## src/ex_pkg.sv

```systemverilog
//////////////////////////////////////////////////
// Shared widths, opcode enums and bus structs for
// the execute stage and its testbench
//////////////////////////////////////////////////

package ex_pkg;

  //////////////////////////////////////////////////
  // Widths
  //////////////////////////////////////////////////

  // Data word
  localparam int XLEN       = 32;
  // Half word, used by the high-product sequencer
  localparam int HALF_W     = XLEN / 2;
  // Register file address, 64 entries
  localparam int REG_ADDR_W = 6;
  localparam int ALU_OP_W   = 5;
  localparam int MULT_OP_W  = 2;
  // Multiplier sequencer state
  localparam int MULT_ST_W  = 2;

  typedef logic [XLEN-1:0]       word_t;
  typedef logic [REG_ADDR_W-1:0] reg_addr_t;

  //////////////////////////////////////////////////
  // Opcodes and states
  //////////////////////////////////////////////////

  // Arithmetic, logic, shifts, set-less-than, then branch compares
  typedef enum logic [ALU_OP_W-1:0] {
    ADD, SUB,
    AND, OR, XOR,
    SLL, SRL, SRA,
    SLT, SLTU,
    EQ, NE, LT, GE, LTU, GEU
  } alu_op_e;

  // MUL is single cycle, the rest return the upper word
  typedef enum logic [MULT_OP_W-1:0] {
    MUL, MULH, MULHSU, MULHU
  } mult_op_e;

  // High-product sequence, one partial product per state
  typedef enum logic [MULT_ST_W-1:0] {
    IDLE, STEP0, STEP1, FINISH
  } mult_state_e;

  //////////////////////////////////////////////////
  // Buses
  //////////////////////////////////////////////////

  // ALU request from ID, operand c carries the jump target
  typedef struct packed {
    alu_op_e op;
    word_t   a;
    word_t   b;
    word_t   c;
  } alu_req_t;

  // Multiplier request from ID
  typedef struct packed {
    mult_op_e op;
    word_t    a;
    word_t    b;
  } mult_req_t;

  // One register file write port
  typedef struct packed {
    logic      we;
    reg_addr_t waddr;
    word_t     wdata;
  } rf_wr_t;

endpackage

```

## src/ex_alu.sv

```systemverilog
//////////////////////////////////////////////////
// Integer ALU with shared adder and shifter, also
// provides the branch compare for the stage
//////////////////////////////////////////////////
`timescale 1ns/1ps

module ex_alu (
  input  logic             clk,
  input  logic             rst_n,
  input  logic             alu_en_i,
  input  ex_pkg::alu_req_t alu_req_i,
  output ex_pkg::word_t    result_o,
  output logic             cmp_result_o
);

  // Reverse bit order, lets one right shifter serve SLL
  function automatic ex_pkg::word_t bit_rev(input ex_pkg::word_t v);
    ex_pkg::word_t r;
    int            i;
    for (i = 0; i < ex_pkg::XLEN; i++) begin
      r[i] = v[ex_pkg::XLEN-1-i];
    end
    return r;
  endfunction

  ex_pkg::word_t         op_a;
  ex_pkg::word_t         op_b;
  logic                  is_sub;
  ex_pkg::word_t         adder_b;
  logic                  carry;
  ex_pkg::word_t         sum;
  logic                  lt_s;
  logic                  lt_u;
  logic                  eq;
  logic                  shift_left;
  logic                  shift_arith;
  ex_pkg::word_t         shift_src;
  logic [ex_pkg::XLEN:0] shift_wide;
  ex_pkg::word_t         shift_res;

  assign op_a = alu_req_i.a;
  assign op_b = alu_req_i.b;

  //////////////////////////////////////////////////
  // Adder, subtract for SUB and every compare
  //////////////////////////////////////////////////
  assign is_sub  = (alu_req_i.op != ex_pkg::ADD);
  assign adder_b = is_sub ? ~op_b : op_b;
  assign {carry, sum} = {1'b0, op_a} + {1'b0, adder_b} + {{ex_pkg::XLEN{1'b0}}, is_sub};

  // No borrow means a >= b unsigned
  assign lt_u = ~carry;
  // Differing signs decide directly, else the difference sign
  assign lt_s = (op_a[ex_pkg::XLEN-1] != op_b[ex_pkg::XLEN-1]) ?
                op_a[ex_pkg::XLEN-1] : sum[ex_pkg::XLEN-1];
  assign eq   = (op_a == op_b);

  //////////////////////////////////////////////////
  // Shifter
  //////////////////////////////////////////////////
  assign shift_left  = (alu_req_i.op == ex_pkg::SLL);
  assign shift_arith = (alu_req_i.op == ex_pkg::SRA);
  assign shift_src   = shift_left ? bit_rev(op_a) : op_a;
  // Extra top bit is the fill, sign only for SRA
  assign shift_wide  = $signed({shift_arith & shift_src[ex_pkg::XLEN-1], shift_src})
                       >>> op_b[4:0];
  assign shift_res   = shift_left ? bit_rev(shift_wide[ex_pkg::XLEN-1:0])
                                  : shift_wide[ex_pkg::XLEN-1:0];

  // One comparator for set-less-than and branches
  always_comb begin
    case (alu_req_i.op)
      ex_pkg::EQ:                cmp_result_o = eq;
      ex_pkg::NE:                cmp_result_o = ~eq;
      ex_pkg::SLT,  ex_pkg::LT:  cmp_result_o = lt_s;
      ex_pkg::GE:                cmp_result_o = ~lt_s;
      ex_pkg::SLTU, ex_pkg::LTU: cmp_result_o = lt_u;
      ex_pkg::GEU:               cmp_result_o = ~lt_u;
      default:                   cmp_result_o = 1'b0;
    endcase
  end

  // Result select
  always_comb begin
    case (alu_req_i.op)
      ex_pkg::ADD, ex_pkg::SUB:              result_o = sum;
      ex_pkg::AND:                           result_o = op_a & op_b;
      ex_pkg::OR:                            result_o = op_a | op_b;
      ex_pkg::XOR:                           result_o = op_a ^ op_b;
      ex_pkg::SLL, ex_pkg::SRL, ex_pkg::SRA: result_o = shift_res;
      // Compares return the flag in bit 0
      default: result_o = {{(ex_pkg::XLEN-1){1'b0}}, cmp_result_o};
    endcase
  end

  // ID never issues an encoding outside the opcode set
  a_legal_op: assert property (@(posedge clk) disable iff (!rst_n)
    alu_en_i |-> alu_req_i.op inside {ex_pkg::ADD, ex_pkg::SUB, ex_pkg::AND, ex_pkg::OR,
      ex_pkg::XOR, ex_pkg::SLL, ex_pkg::SRL, ex_pkg::SRA, ex_pkg::SLT, ex_pkg::SLTU,
      ex_pkg::EQ, ex_pkg::NE, ex_pkg::LT, ex_pkg::GE, ex_pkg::LTU, ex_pkg::GEU});

endmodule

```

## src/ex_fw_mux.sv

```systemverilog
//////////////////////////////////////////////////
// Forwarding write port select and the ready and
// valid handshake toward ID and WB
//////////////////////////////////////////////////
`timescale 1ns/1ps

module ex_fw_mux (
  input  logic              clk,
  input  logic              rst_n,
  input  logic              alu_en_i,
  input  logic              mult_en_i,
  input  logic              csr_access_i,
  input  logic              lsu_en_i,
  input  ex_pkg::word_t     alu_result_i,
  input  ex_pkg::word_t     mult_result_i,
  input  ex_pkg::word_t     csr_rdata_i,
  input  logic              regfile_alu_we_i,
  input  ex_pkg::reg_addr_t regfile_alu_waddr_i,
  input  logic              mult_ready_i,
  input  logic              lsu_ready_ex_i,
  input  logic              wb_ready_i,
  input  logic              branch_in_ex_i,
  output ex_pkg::rf_wr_t    alu_fw_o,
  output logic              ex_ready_o,
  output logic              ex_valid_o
);

  logic units_ready;

  //////////////////////////////////////////////////
  // Write port
  //////////////////////////////////////////////////
  // Later assignment wins, so CSR beats MULT beats ALU
  always_comb begin
    alu_fw_o.we    = regfile_alu_we_i;
    alu_fw_o.waddr = regfile_alu_waddr_i;
    alu_fw_o.wdata = '0;
    if (alu_en_i)     alu_fw_o.wdata = alu_result_i;
    if (mult_en_i)    alu_fw_o.wdata = mult_result_i;
    if (csr_access_i) alu_fw_o.wdata = csr_rdata_i;
  end

  //////////////////////////////////////////////////
  // Handshake
  //////////////////////////////////////////////////
  // ALU has no busy state, only MULT, LSU and WB can hold the stage
  assign units_ready = mult_ready_i & lsu_ready_ex_i & wb_ready_i;

  // Branches resolve here without needing WB
  assign ex_ready_o = units_ready | branch_in_ex_i;

  // Valid moves right, so it never waits on ex_ready_o
  assign ex_valid_o = (alu_en_i | mult_en_i | csr_access_i | lsu_en_i) & units_ready;

  // ID decodes to one functional unit per instruction
  a_one_unit: assert property (@(posedge clk) disable iff (!rst_n)
    !(alu_en_i && mult_en_i));

endmodule

```

## src/ex_mult.sv

```systemverilog
//////////////////////////////////////////////////
// Integer multiplier, MUL in one cycle and the
// upper-word ops over a four-state sequence
//////////////////////////////////////////////////
`timescale 1ns/1ps

module ex_mult (
  input  logic              clk,
  input  logic              rst_n,
  input  logic              mult_en_i,
  input  ex_pkg::mult_req_t mult_req_i,
  input  logic              ex_ready_i,
  output ex_pkg::word_t     result_o,
  output logic              multicycle_o,
  output logic              ready_o
);

  ex_pkg::mult_state_e          state_q, state_d;
  logic                         high_req;
  logic                         a_signed, b_signed;
  logic [ex_pkg::XLEN:0]        a_ext, b_ext;
  logic signed [ex_pkg::HALF_W:0] pp_a, pp_b;
  logic signed [ex_pkg::XLEN+1:0] pp;
  logic [5:0]                   pp_shamt;
  logic [2*ex_pkg::XLEN-1:0]    pp_shifted;
  logic [2*ex_pkg::XLEN-1:0]    acc_q, acc_d, acc_sum;
  logic                         acc_en;
  ex_pkg::word_t                prod_lo;

  assign high_req = mult_en_i & (mult_req_i.op != ex_pkg::MUL);

  // Low word straight from a full multiply
  assign prod_lo = mult_req_i.a * mult_req_i.b;

  //////////////////////////////////////////////////
  // Partial products for the upper word
  //////////////////////////////////////////////////
  assign a_signed = (mult_req_i.op == ex_pkg::MULH) | (mult_req_i.op == ex_pkg::MULHSU);
  assign b_signed = (mult_req_i.op == ex_pkg::MULH);
  // 33-bit operands so the unsigned cases fit the signed array
  assign a_ext = {a_signed & mult_req_i.a[ex_pkg::XLEN-1], mult_req_i.a};
  assign b_ext = {b_signed & mult_req_i.b[ex_pkg::XLEN-1], mult_req_i.b};

  // Operand halves per state with the low halves zero extended
  always_comb begin
    pp_a     = {1'b0, a_ext[ex_pkg::HALF_W-1:0]};
    pp_b     = {1'b0, b_ext[ex_pkg::HALF_W-1:0]};
    pp_shamt = 6'd0;
    case (state_q)
      ex_pkg::STEP0: begin
        pp_b     = b_ext[ex_pkg::XLEN:ex_pkg::HALF_W];
        pp_shamt = 6'(ex_pkg::HALF_W);
      end
      ex_pkg::STEP1: begin
        pp_a     = a_ext[ex_pkg::XLEN:ex_pkg::HALF_W];
        pp_shamt = 6'(ex_pkg::HALF_W);
      end
      ex_pkg::FINISH: begin
        pp_a     = a_ext[ex_pkg::XLEN:ex_pkg::HALF_W];
        pp_b     = b_ext[ex_pkg::XLEN:ex_pkg::HALF_W];
        pp_shamt = 6'(ex_pkg::XLEN);
      end
      default: ;
    endcase
  end

  // One shared 17x17 signed multiplier
  assign pp         = pp_a * pp_b;
  assign pp_shifted = {{(ex_pkg::XLEN-2){pp[ex_pkg::XLEN+1]}}, pp} << pp_shamt;
  // Accumulation wraps mod 2^64, which keeps the upper word exact
  assign acc_sum    = acc_q + pp_shifted;
  assign acc_d      = (state_q == ex_pkg::IDLE) ? pp_shifted : acc_sum;
  assign acc_en     = ((state_q == ex_pkg::IDLE) & high_req) |
                      (state_q == ex_pkg::STEP0) | (state_q == ex_pkg::STEP1);

  always_ff @(posedge clk) begin
    if (acc_en) begin
      acc_q <= acc_d;
    end
  end

  //////////////////////////////////////////////////
  // Sequencer
  //////////////////////////////////////////////////
  always_comb begin
    state_d = state_q;
    ready_o = 1'b0;
    case (state_q)
      ex_pkg::IDLE: begin
        ready_o = ~high_req;
        if (high_req) state_d = ex_pkg::STEP0;
      end
      ex_pkg::STEP0:  state_d = ex_pkg::STEP1;
      ex_pkg::STEP1:  state_d = ex_pkg::FINISH;
      ex_pkg::FINISH: begin
        ready_o = 1'b1;
        // Hold the result while the stage is back-pressured
        if (ex_ready_i) state_d = ex_pkg::IDLE;
      end
      default: state_d = ex_pkg::IDLE;
    endcase
  end

  always_ff @(posedge clk or negedge rst_n) begin
    if (!rst_n) begin
      state_q <= ex_pkg::IDLE;
    end else begin
      state_q <= state_d;
    end
  end

  assign multicycle_o = (state_q != ex_pkg::IDLE);
  // Upper word only valid in FINISH, low word otherwise
  assign result_o = (state_q == ex_pkg::FINISH) ? acc_sum[2*ex_pkg::XLEN-1:ex_pkg::XLEN]
                                                : prod_lo;

  // Upper word stays put until the stage accepts it
  a_finish_hold: assert property (@(posedge clk) disable iff (!rst_n)
    (state_q == ex_pkg::FINISH && !ex_ready_i) |=> $stable(result_o));

  // Stage stalls two cycles past the issue edge, then completes
  a_high_seq: assert property (@(posedge clk) disable iff (!rst_n)
    (state_q == ex_pkg::IDLE && high_req) |=> !ready_o ##1 !ready_o ##1 ready_o);

endmodule

```

## src/ex_stage.sv

```systemverilog
//////////////////////////////////////////////////
// Execute stage top, connects ALU, multiplier,
// write port select and the EX/WB register
//////////////////////////////////////////////////
`timescale 1ns/1ps

module ex_stage (
  input  logic              clk,
  input  logic              rst_n,
  // ALU and multiplier requests from ID
  input  logic              alu_en_i,
  input  ex_pkg::alu_req_t  alu_req_i,
  input  logic              mult_en_i,
  input  ex_pkg::mult_req_t mult_req_i,
  // CSR access
  input  logic              csr_access_i,
  input  ex_pkg::word_t     csr_rdata_i,
  // LSU
  input  logic              lsu_en_i,
  input  ex_pkg::word_t     lsu_rdata_i,
  input  logic              lsu_ready_ex_i,
  input  logic              lsu_err_i,
  // Destination info from ID
  input  logic              branch_in_ex_i,
  input  logic              regfile_alu_we_i,
  input  ex_pkg::reg_addr_t regfile_alu_waddr_i,
  input  logic              regfile_we_i,
  input  ex_pkg::reg_addr_t regfile_waddr_i,
  input  logic              wb_ready_i,
  // Write ports
  output ex_pkg::rf_wr_t    alu_fw_o,
  output ex_pkg::rf_wr_t    wb_o,
  // Toward IF
  output ex_pkg::word_t     jump_target_o,
  output logic              branch_decision_o,
  // Status and handshake
  output logic              mult_multicycle_o,
  output logic              ex_ready_o,
  output logic              ex_valid_o
);

  ex_pkg::word_t alu_result;
  ex_pkg::word_t mult_result;
  logic          mult_ready;

  // Branch target is operand c, compare decides taken
  assign jump_target_o = alu_req_i.c;

  //////////////////////////////////////////////////
  // Units
  //////////////////////////////////////////////////
  ex_alu u_alu (
    .clk          (clk),
    .rst_n        (rst_n),
    .alu_en_i     (alu_en_i),
    .alu_req_i    (alu_req_i),
    .result_o     (alu_result),
    .cmp_result_o (branch_decision_o)
  );

  // Sequencer leaves FINISH only when the stage moves on
  ex_mult u_mult (
    .clk          (clk),
    .rst_n        (rst_n),
    .mult_en_i    (mult_en_i),
    .mult_req_i   (mult_req_i),
    .ex_ready_i   (ex_ready_o),
    .result_o     (mult_result),
    .multicycle_o (mult_multicycle_o),
    .ready_o      (mult_ready)
  );

  ex_fw_mux u_fw_mux (
    .clk                 (clk),
    .rst_n               (rst_n),
    .alu_en_i            (alu_en_i),
    .mult_en_i           (mult_en_i),
    .csr_access_i        (csr_access_i),
    .lsu_en_i            (lsu_en_i),
    .alu_result_i        (alu_result),
    .mult_result_i       (mult_result),
    .csr_rdata_i         (csr_rdata_i),
    .regfile_alu_we_i    (regfile_alu_we_i),
    .regfile_alu_waddr_i (regfile_alu_waddr_i),
    .mult_ready_i        (mult_ready),
    .lsu_ready_ex_i      (lsu_ready_ex_i),
    .wb_ready_i          (wb_ready_i),
    .branch_in_ex_i      (branch_in_ex_i),
    .alu_fw_o            (alu_fw_o),
    .ex_ready_o          (ex_ready_o),
    .ex_valid_o          (ex_valid_o)
  );

  ex_wb_reg u_wb_reg (
    .clk             (clk),
    .rst_n           (rst_n),
    .ex_valid_i      (ex_valid_o),
    .wb_ready_i      (wb_ready_i),
    .regfile_we_i    (regfile_we_i),
    .regfile_waddr_i (regfile_waddr_i),
    .lsu_err_i       (lsu_err_i),
    .lsu_rdata_i     (lsu_rdata_i),
    .wb_o            (wb_o)
  );

endmodule

```

## src/ex_wb_reg.sv

```systemverilog
//////////////////////////////////////////////////
// EX/WB register for the load write-back port
//////////////////////////////////////////////////
`timescale 1ns/1ps

module ex_wb_reg (
  input  logic              clk,
  input  logic              rst_n,
  input  logic              ex_valid_i,
  input  logic              wb_ready_i,
  input  logic              regfile_we_i,
  input  ex_pkg::reg_addr_t regfile_waddr_i,
  input  logic              lsu_err_i,
  input  ex_pkg::word_t     lsu_rdata_i,
  output ex_pkg::rf_wr_t    wb_o
);

  logic              we_d;
  logic              we_q;
  ex_pkg::reg_addr_t waddr_q;

  // Faulting load never writes the register file
  assign we_d = regfile_we_i & ~lsu_err_i;

  // Write enable, valid implies WB ready
  always_ff @(posedge clk or negedge rst_n) begin
    if (!rst_n) begin
      we_q <= 1'b0;
    end else if (ex_valid_i) begin
      we_q <= we_d;
    end else if (wb_ready_i) begin
      // WB drained and nothing new, flush the slot
      we_q <= 1'b0;
    end
  end

  // Address only follows real writes
  always_ff @(posedge clk) begin
    if (ex_valid_i && we_d) begin
      waddr_q <= regfile_waddr_i;
    end
  end

  // Load data arrives in WB, so it bypasses the register
  assign wb_o.we    = we_q;
  assign wb_o.waddr = waddr_q;
  assign wb_o.wdata = lsu_rdata_i;

endmodule

```

## config.mk

```make
export PLATFORM = sky130hd
export DESIGN_NAME = ex_stage
export DESIGN_NICKNAME = d
export VERILOG_FILES = /design/src/ex_pkg.sv /design/src/ex_alu.sv /design/src/ex_fw_mux.sv /design/src/ex_mult.sv /design/src/ex_stage.sv /design/src/ex_wb_reg.sv
export SDC_FILE = /design/constraint.sdc
export NUM_CORES = 2
export LEC_CHECK = 0
export BUFFER_PORTS_ARGS = -buffer_cell sky130_fd_sc_hd__buf_2
export CAP_MARGIN = 20
export CORE_AREA = 3 3 310 312
export DETAILED_ROUTE_END_ITERATION = 10
export DIE_AREA = 0 0 313 315
export HOLD_SLACK_MARGIN = 0.05
export PLACE_DENSITY = 0.69
export SLEW_MARGIN = 15
export SYNTH_ARGS = -nofsm -noshare
export SYNTH_HDL_FRONTEND = slang
export SYNTH_SLANG_ARGS = --single-unit
```

## constraint.sdc

```tcl
create_clock -name clk -period 26.6 [get_ports clk]
set_input_delay 3.99 -clock clk [delete_from_list [all_inputs] [get_ports clk]]
set_output_delay 3.99 -clock clk [all_outputs]
set_load 0.05 [all_outputs]
```

Word level (Yosys, flattened, before mapping)
Index checks and enable logic that the tools add are counted.
{ "totals": {"output_inout_bits": 114, "mem_count": 0, "register_bits": 73, "latchBits": 0, "romBits": 0, "ram_bits": 0, "input_bits": 255} }
{ "op_classes": {"shift": 2, "magnitude_cmp": 0, "bitwise_logic": 25, "eq_ne": 24, "div": 0, "reduce_logical": 15, "mul": 2, "n_addsub": 3, "mux": 20} }
{ "ops": {"columns": ["cell", "count"], "rows": [
  ["32-bit two-way mux", 7],
  ["32-bit case mux with 5 select lines", 1],
  ["64-bit adder", 1],
  ["64-bit two-way mux", 1],
  ["64-bit by 6-bit left shift with 64-bit output", 1],
  ["5-bit by 4-bit == test with 1-bit output (second input constant)", 8],
  ["17-bit by 17-bit multiplier with 34-bit output", 1],
  ["17-bit two-way mux", 2],
  ["32-bit by 32-bit adder with 33-bit output", 1],
  ["33-bit by 1-bit adder with 33-bit output", 1],
  ["33-bit by 5-bit >>> shifter with 32-bit output", 1],
  ["32-bit AND", 1],
  ["32-bit == test", 1],
  ["32-bit by 32-bit multiplier with 32-bit output", 1],
  ["32-bit inverter", 1],
  ["32-bit bitwise OR", 1],
  ["32-bit XOR", 1],
  ["5-bit by 3-bit == test with 1-bit output (second input constant)", 4],
  ["6-bit case mux with 2 select lines", 1],
  ["2-bit OR reduction", 6],
  ["5-bit by 2-bit == test with 1-bit output (second input constant)", 2],
  ["1-bit AND", 9],
  ["2-bit case mux with 4 select lines", 1],
  ["1-bit bitwise OR", 7],
  ["18 further kinds", 30]
]} }

Longest topological paths before layout
{ "logic_depth": {"word_depth": 11, "mapped_depth": 46, "mapped_depth_nobuf": 41} }

By module
A second synthesis with hierarchy kept.
{ "hier_totals": {"hier_cells": 5137, "area_unflattened_um2": 42821.1} }
{ "by_module_without_submodules": {"columns": ["module", "seq_area_each_um2", "cells_each", "instances", "area_per_inst_um2"], "rows": [
  ["ex_mult", 1971.9, 4063, 1, 34734.6],
  ["ex_alu", 0.0, 842, 1, 6406.1],
  ["ex_fw_mux", 0.0, 157, 1, 967.2],
  ["ex_wb_reg", 205.2, 43, 1, 473.0],
  ["ex_stage", 0.0, 32, 1, 240.2]
]} }

Worst setup path before layout
OpenSTA, ideal clock, no wires.
{ "synth_path": {"path_type": "input port to output port", "from": "in mult_req_i[65] (netlist bit)", "to": "out alu_fw_o[31] (netlist bit)", "arrival_time_ns": 13.825, "slack_ns": 8.785, "cell_stages": 39, "n_path_buf": 3, "cell_sequence": "inv_1 ha_1 nand2_1 or2_2 clkbuf_1 nor2_1 fa_1 fa_1 fa_1 fa_1 fa_1 inv_1 fa_1 inv_1 ha_1 a21o_1 a21oi_1 o221ai_1 [3 not listed] or3_1 nand3_1 buf_2 a21oi_1 a31o_1 ha_1 clkbuf_1 and3_1 a221o_1 o21ai_0 nand3_1 o31ai_1 o21ai_1 a21oi_1 o21ai_0 a2bb2o_1 a21o_1 a32oi_1"} }
{ "synth_lines": {"columns": ["item", "line", "source"], "rows": [
  ["from (decl)", "ex_stage.sv:14", "input ex_pkg::mult_req_t mult_req_i,"],
  ["to (decl)", "ex_stage.sv:31", "output ex_pkg::rf_wr_t alu_fw_o,"]
]} }

==> reports/results.tsv <==
metric	value	unit
status	finished, final reports clean	
period utilisation layout	71.8	%
die width	313	um
skew final	17.4	ps
Layout Cells excl Fill	6273	
RSZ-0062 raised after global routing	false	
Least-Margin Pin Slew	1180	ps
Main synth FF type	edfxtp_1	
dpl cells	6251	
hold crit path type	reg2reg	
Final #Nets	6343	
DIE HEIGHT	315	um
die area	0.0986	mm^2
# IOs	369	
Hold Path End	u_wb_reg.we_q	
number of synthesized flops with an enable pin	70	
Post-route DRC	0	
min cycle time layout	19110	ps
Slowest-stage cell, CP	mux2i_1	
FF-to-FF End	u_mult.acc_q[62]	
number of antenna violations at the first check in global routing	9	
synth unique cells	93	
area of the multi-input gates	0.0350	mm^2
Seq/Total Area, Yosys	5.18	%
share of cells above drive strength 1	8.76	%
worst path required time	22610	ps
DR pass1 iterations	7	
setup bufs post-CTS	0	
Slowest Stage Delay on Critical Path	920	ps
Synth async-reset ratio	4.11	%
Register Area	0.00218	mm^2
Post-DP HPWL	110000	um
vias in the first global route	36700	
flop-to-flop setup slack	14250	ps
synthesized instance count	5049	
CTS root buf	clkbuf_16	
CP Max Fanout	19	
Fmax	0.0523	GHz
Post-CTS Hold Buffers	0	
Mapped Area	0.0421	mm^2
clock sink count	73	
R2R Path Start	u_mult.state_q[0]	
Worst Path Arrival	15120	ps
total CTS buffers	9	
Starting Density	45.1	%
Synth Warn #	0	
# rows	112	
first-pass GRT wire length	215000	um
Iter 0 DRT Violations	3708	
final setup fails	0	
#FFs+latches synth	73	
Routed WL	137000	um
ANT nets after route	0	
htree depth	3	
crit-path most repeated cell	fa_1	
CP Capture Type	output pin	
crit path launch type	input port	
CP startpoint	mult_req_i[47]	
largest net degree at the start of global routing	65	
synth-to-layout area growth	4.62	%
TritonCTS clock tree	built	
Fill cells	9229	
Via-to-Cell Ratio	5.78	
setup TNS	0	ps
max cap viols	0	
Avg WL per Cell	21.8	um
hold_sp	u_wb_reg.we_q	
syn nets	6383	
Final Hold Viols	0	
worst setup margin	7490	ps
worst slack at placement	7600	ps
later-pin clock latency in the skew report	350	ps
final RePlAce weighted congestion	1.00	
relative slew slack	19.2	%
WHS Path Cells	1	
Avg Cell Area, Syn	8.33	um^2
core box area	0.0933	mm^2
via count	36200	
Worst Reg-to-Reg Cells	38	
grt ovf	0	
WS Path Type	in2out	
CTS Buffer Depth	2	
overall routing resource usage	27.8	%
I/O Buffers	226	
Clk pin slew, worst setup/hold paths	70	ps
WHS	483	ps
max-slew violations	0	
Post-CTS Resized	0	
[final cells by class]
type | instances | area share [%]
Inverter | 918 | 7.83
Clock inverter | 4 | 0.176
Sequential cell | 73 | 4.95
Antenna cell | 5 | 0.0284
Tap cell | 1254 | 3.57
Multi-Input combinational cell | 3731 | 79.5
Timing Repair Buffer | 276 | 3.42
Clock buffer | 12 | 0.538
[metrics by stage]
stage	area, um^2	utilization [%]
3_3_place_gp	43700	46.8
3_5_place_dp	43700	46.8
4_1_cts	44000	47.1
5_1_grt	44000	47.1
2_1_floorplan	42100	-
6_report	44000	47.1
[sequential cells by signal, summed over array words and instances (netlist names)]
| name | flops |
|---|---|
| u_wb_reg.waddr_q | 6 |
| u_wb_reg.we_q | 1 |
| u_mult.acc_q | 64 |
| u_mult.state_q | 2 |
[synth_stat cells, drive strengths merged, types with 26 or more instances]
master,n,area share [%]
nand2b,37,0.55
a31oi,32,0.48
fa,706,34
nor2,335,3.0
a21oi,221,2.7
o21a,28,0.50
ha,373,11
mux2,53,1.4
nor3,35,0.42
and2,154,2.3
edfxtp,70,5.0
mux4,53,2.8
mux2i,65,1.5
a21o,80,1.4
xnor2,156,3.2
clkbuf,225,2.0
o21ai,158,1.9
nand2,728,6.5
a221oi,26,0.54
buf,102,1.6
nand3,41,0.49
xor2,79,1.6
inv,913,8.1
[layer usage]
metal	GRT usage (%)	vias up	part of all wire, %
li1	-	16000	-
met1	39.4	17900	42
met2	43.3	1962	44
met3	4.52	337	10
met4	9.62	10	4.0
met5	0	-	0.047
[worst max-delay path: cells and delay by family]
family	cells	cell delay [ps]
adders and majority gates	8	3790
muxes	1	920
buffers and inverters	6	810
and+or+nand+nor	6	1840
AOI/OAI and AO/OA	16	3730
[cells by family after synthesis]
logic type | share of synthesized area [%]
DFF | 5.18
muxes | 5.80
buffers and inverters | 11.8
and+or+nand+nor | 15.4
AOI/OAI and AO/OA | 12.3
adders and majority gates | 44.7
xor gates and xnor gates | 4.89
[cell usage in the layout (no fill, tap or decap), types with 26 or more instances in the layout]
cell type and n:
inv_1 910, nand2_1 728, fa_1 706, ha_1 371, nor2_1 332, buf_2 226, a21oi_1 218, xnor2_1 156
and2_1 154, o21ai_0 146, a21o_1 80, xor2_1 79, edfxtp_1 70, mux2i_1 62, mux2_2 53, mux4_2 53
buf_4 49, nand3_1 41, nand2b_1 37, nor3_1 35, a31oi_1 32, o21a_1 28, a221oi_1 26
[how the worst max path moves through the flow]
| stage | end | cells after the start |
|---|---|---|
| after floorplan | alu_fw_o[31] | 39 |
| after CTS | alu_fw_o[31] | 36 |
| after global placement | alu_fw_o[31] | 35 |
| final | alu_fw_o[31] | 37 |
| after global routing | alu_fw_o[31] | 37 |
| after detailed placement | alu_fw_o[31] | 37 |
Power is left out: the tool's default activity adds up to more than one toggle a clock period on the data nets, which glitch-free logic cannot reach.
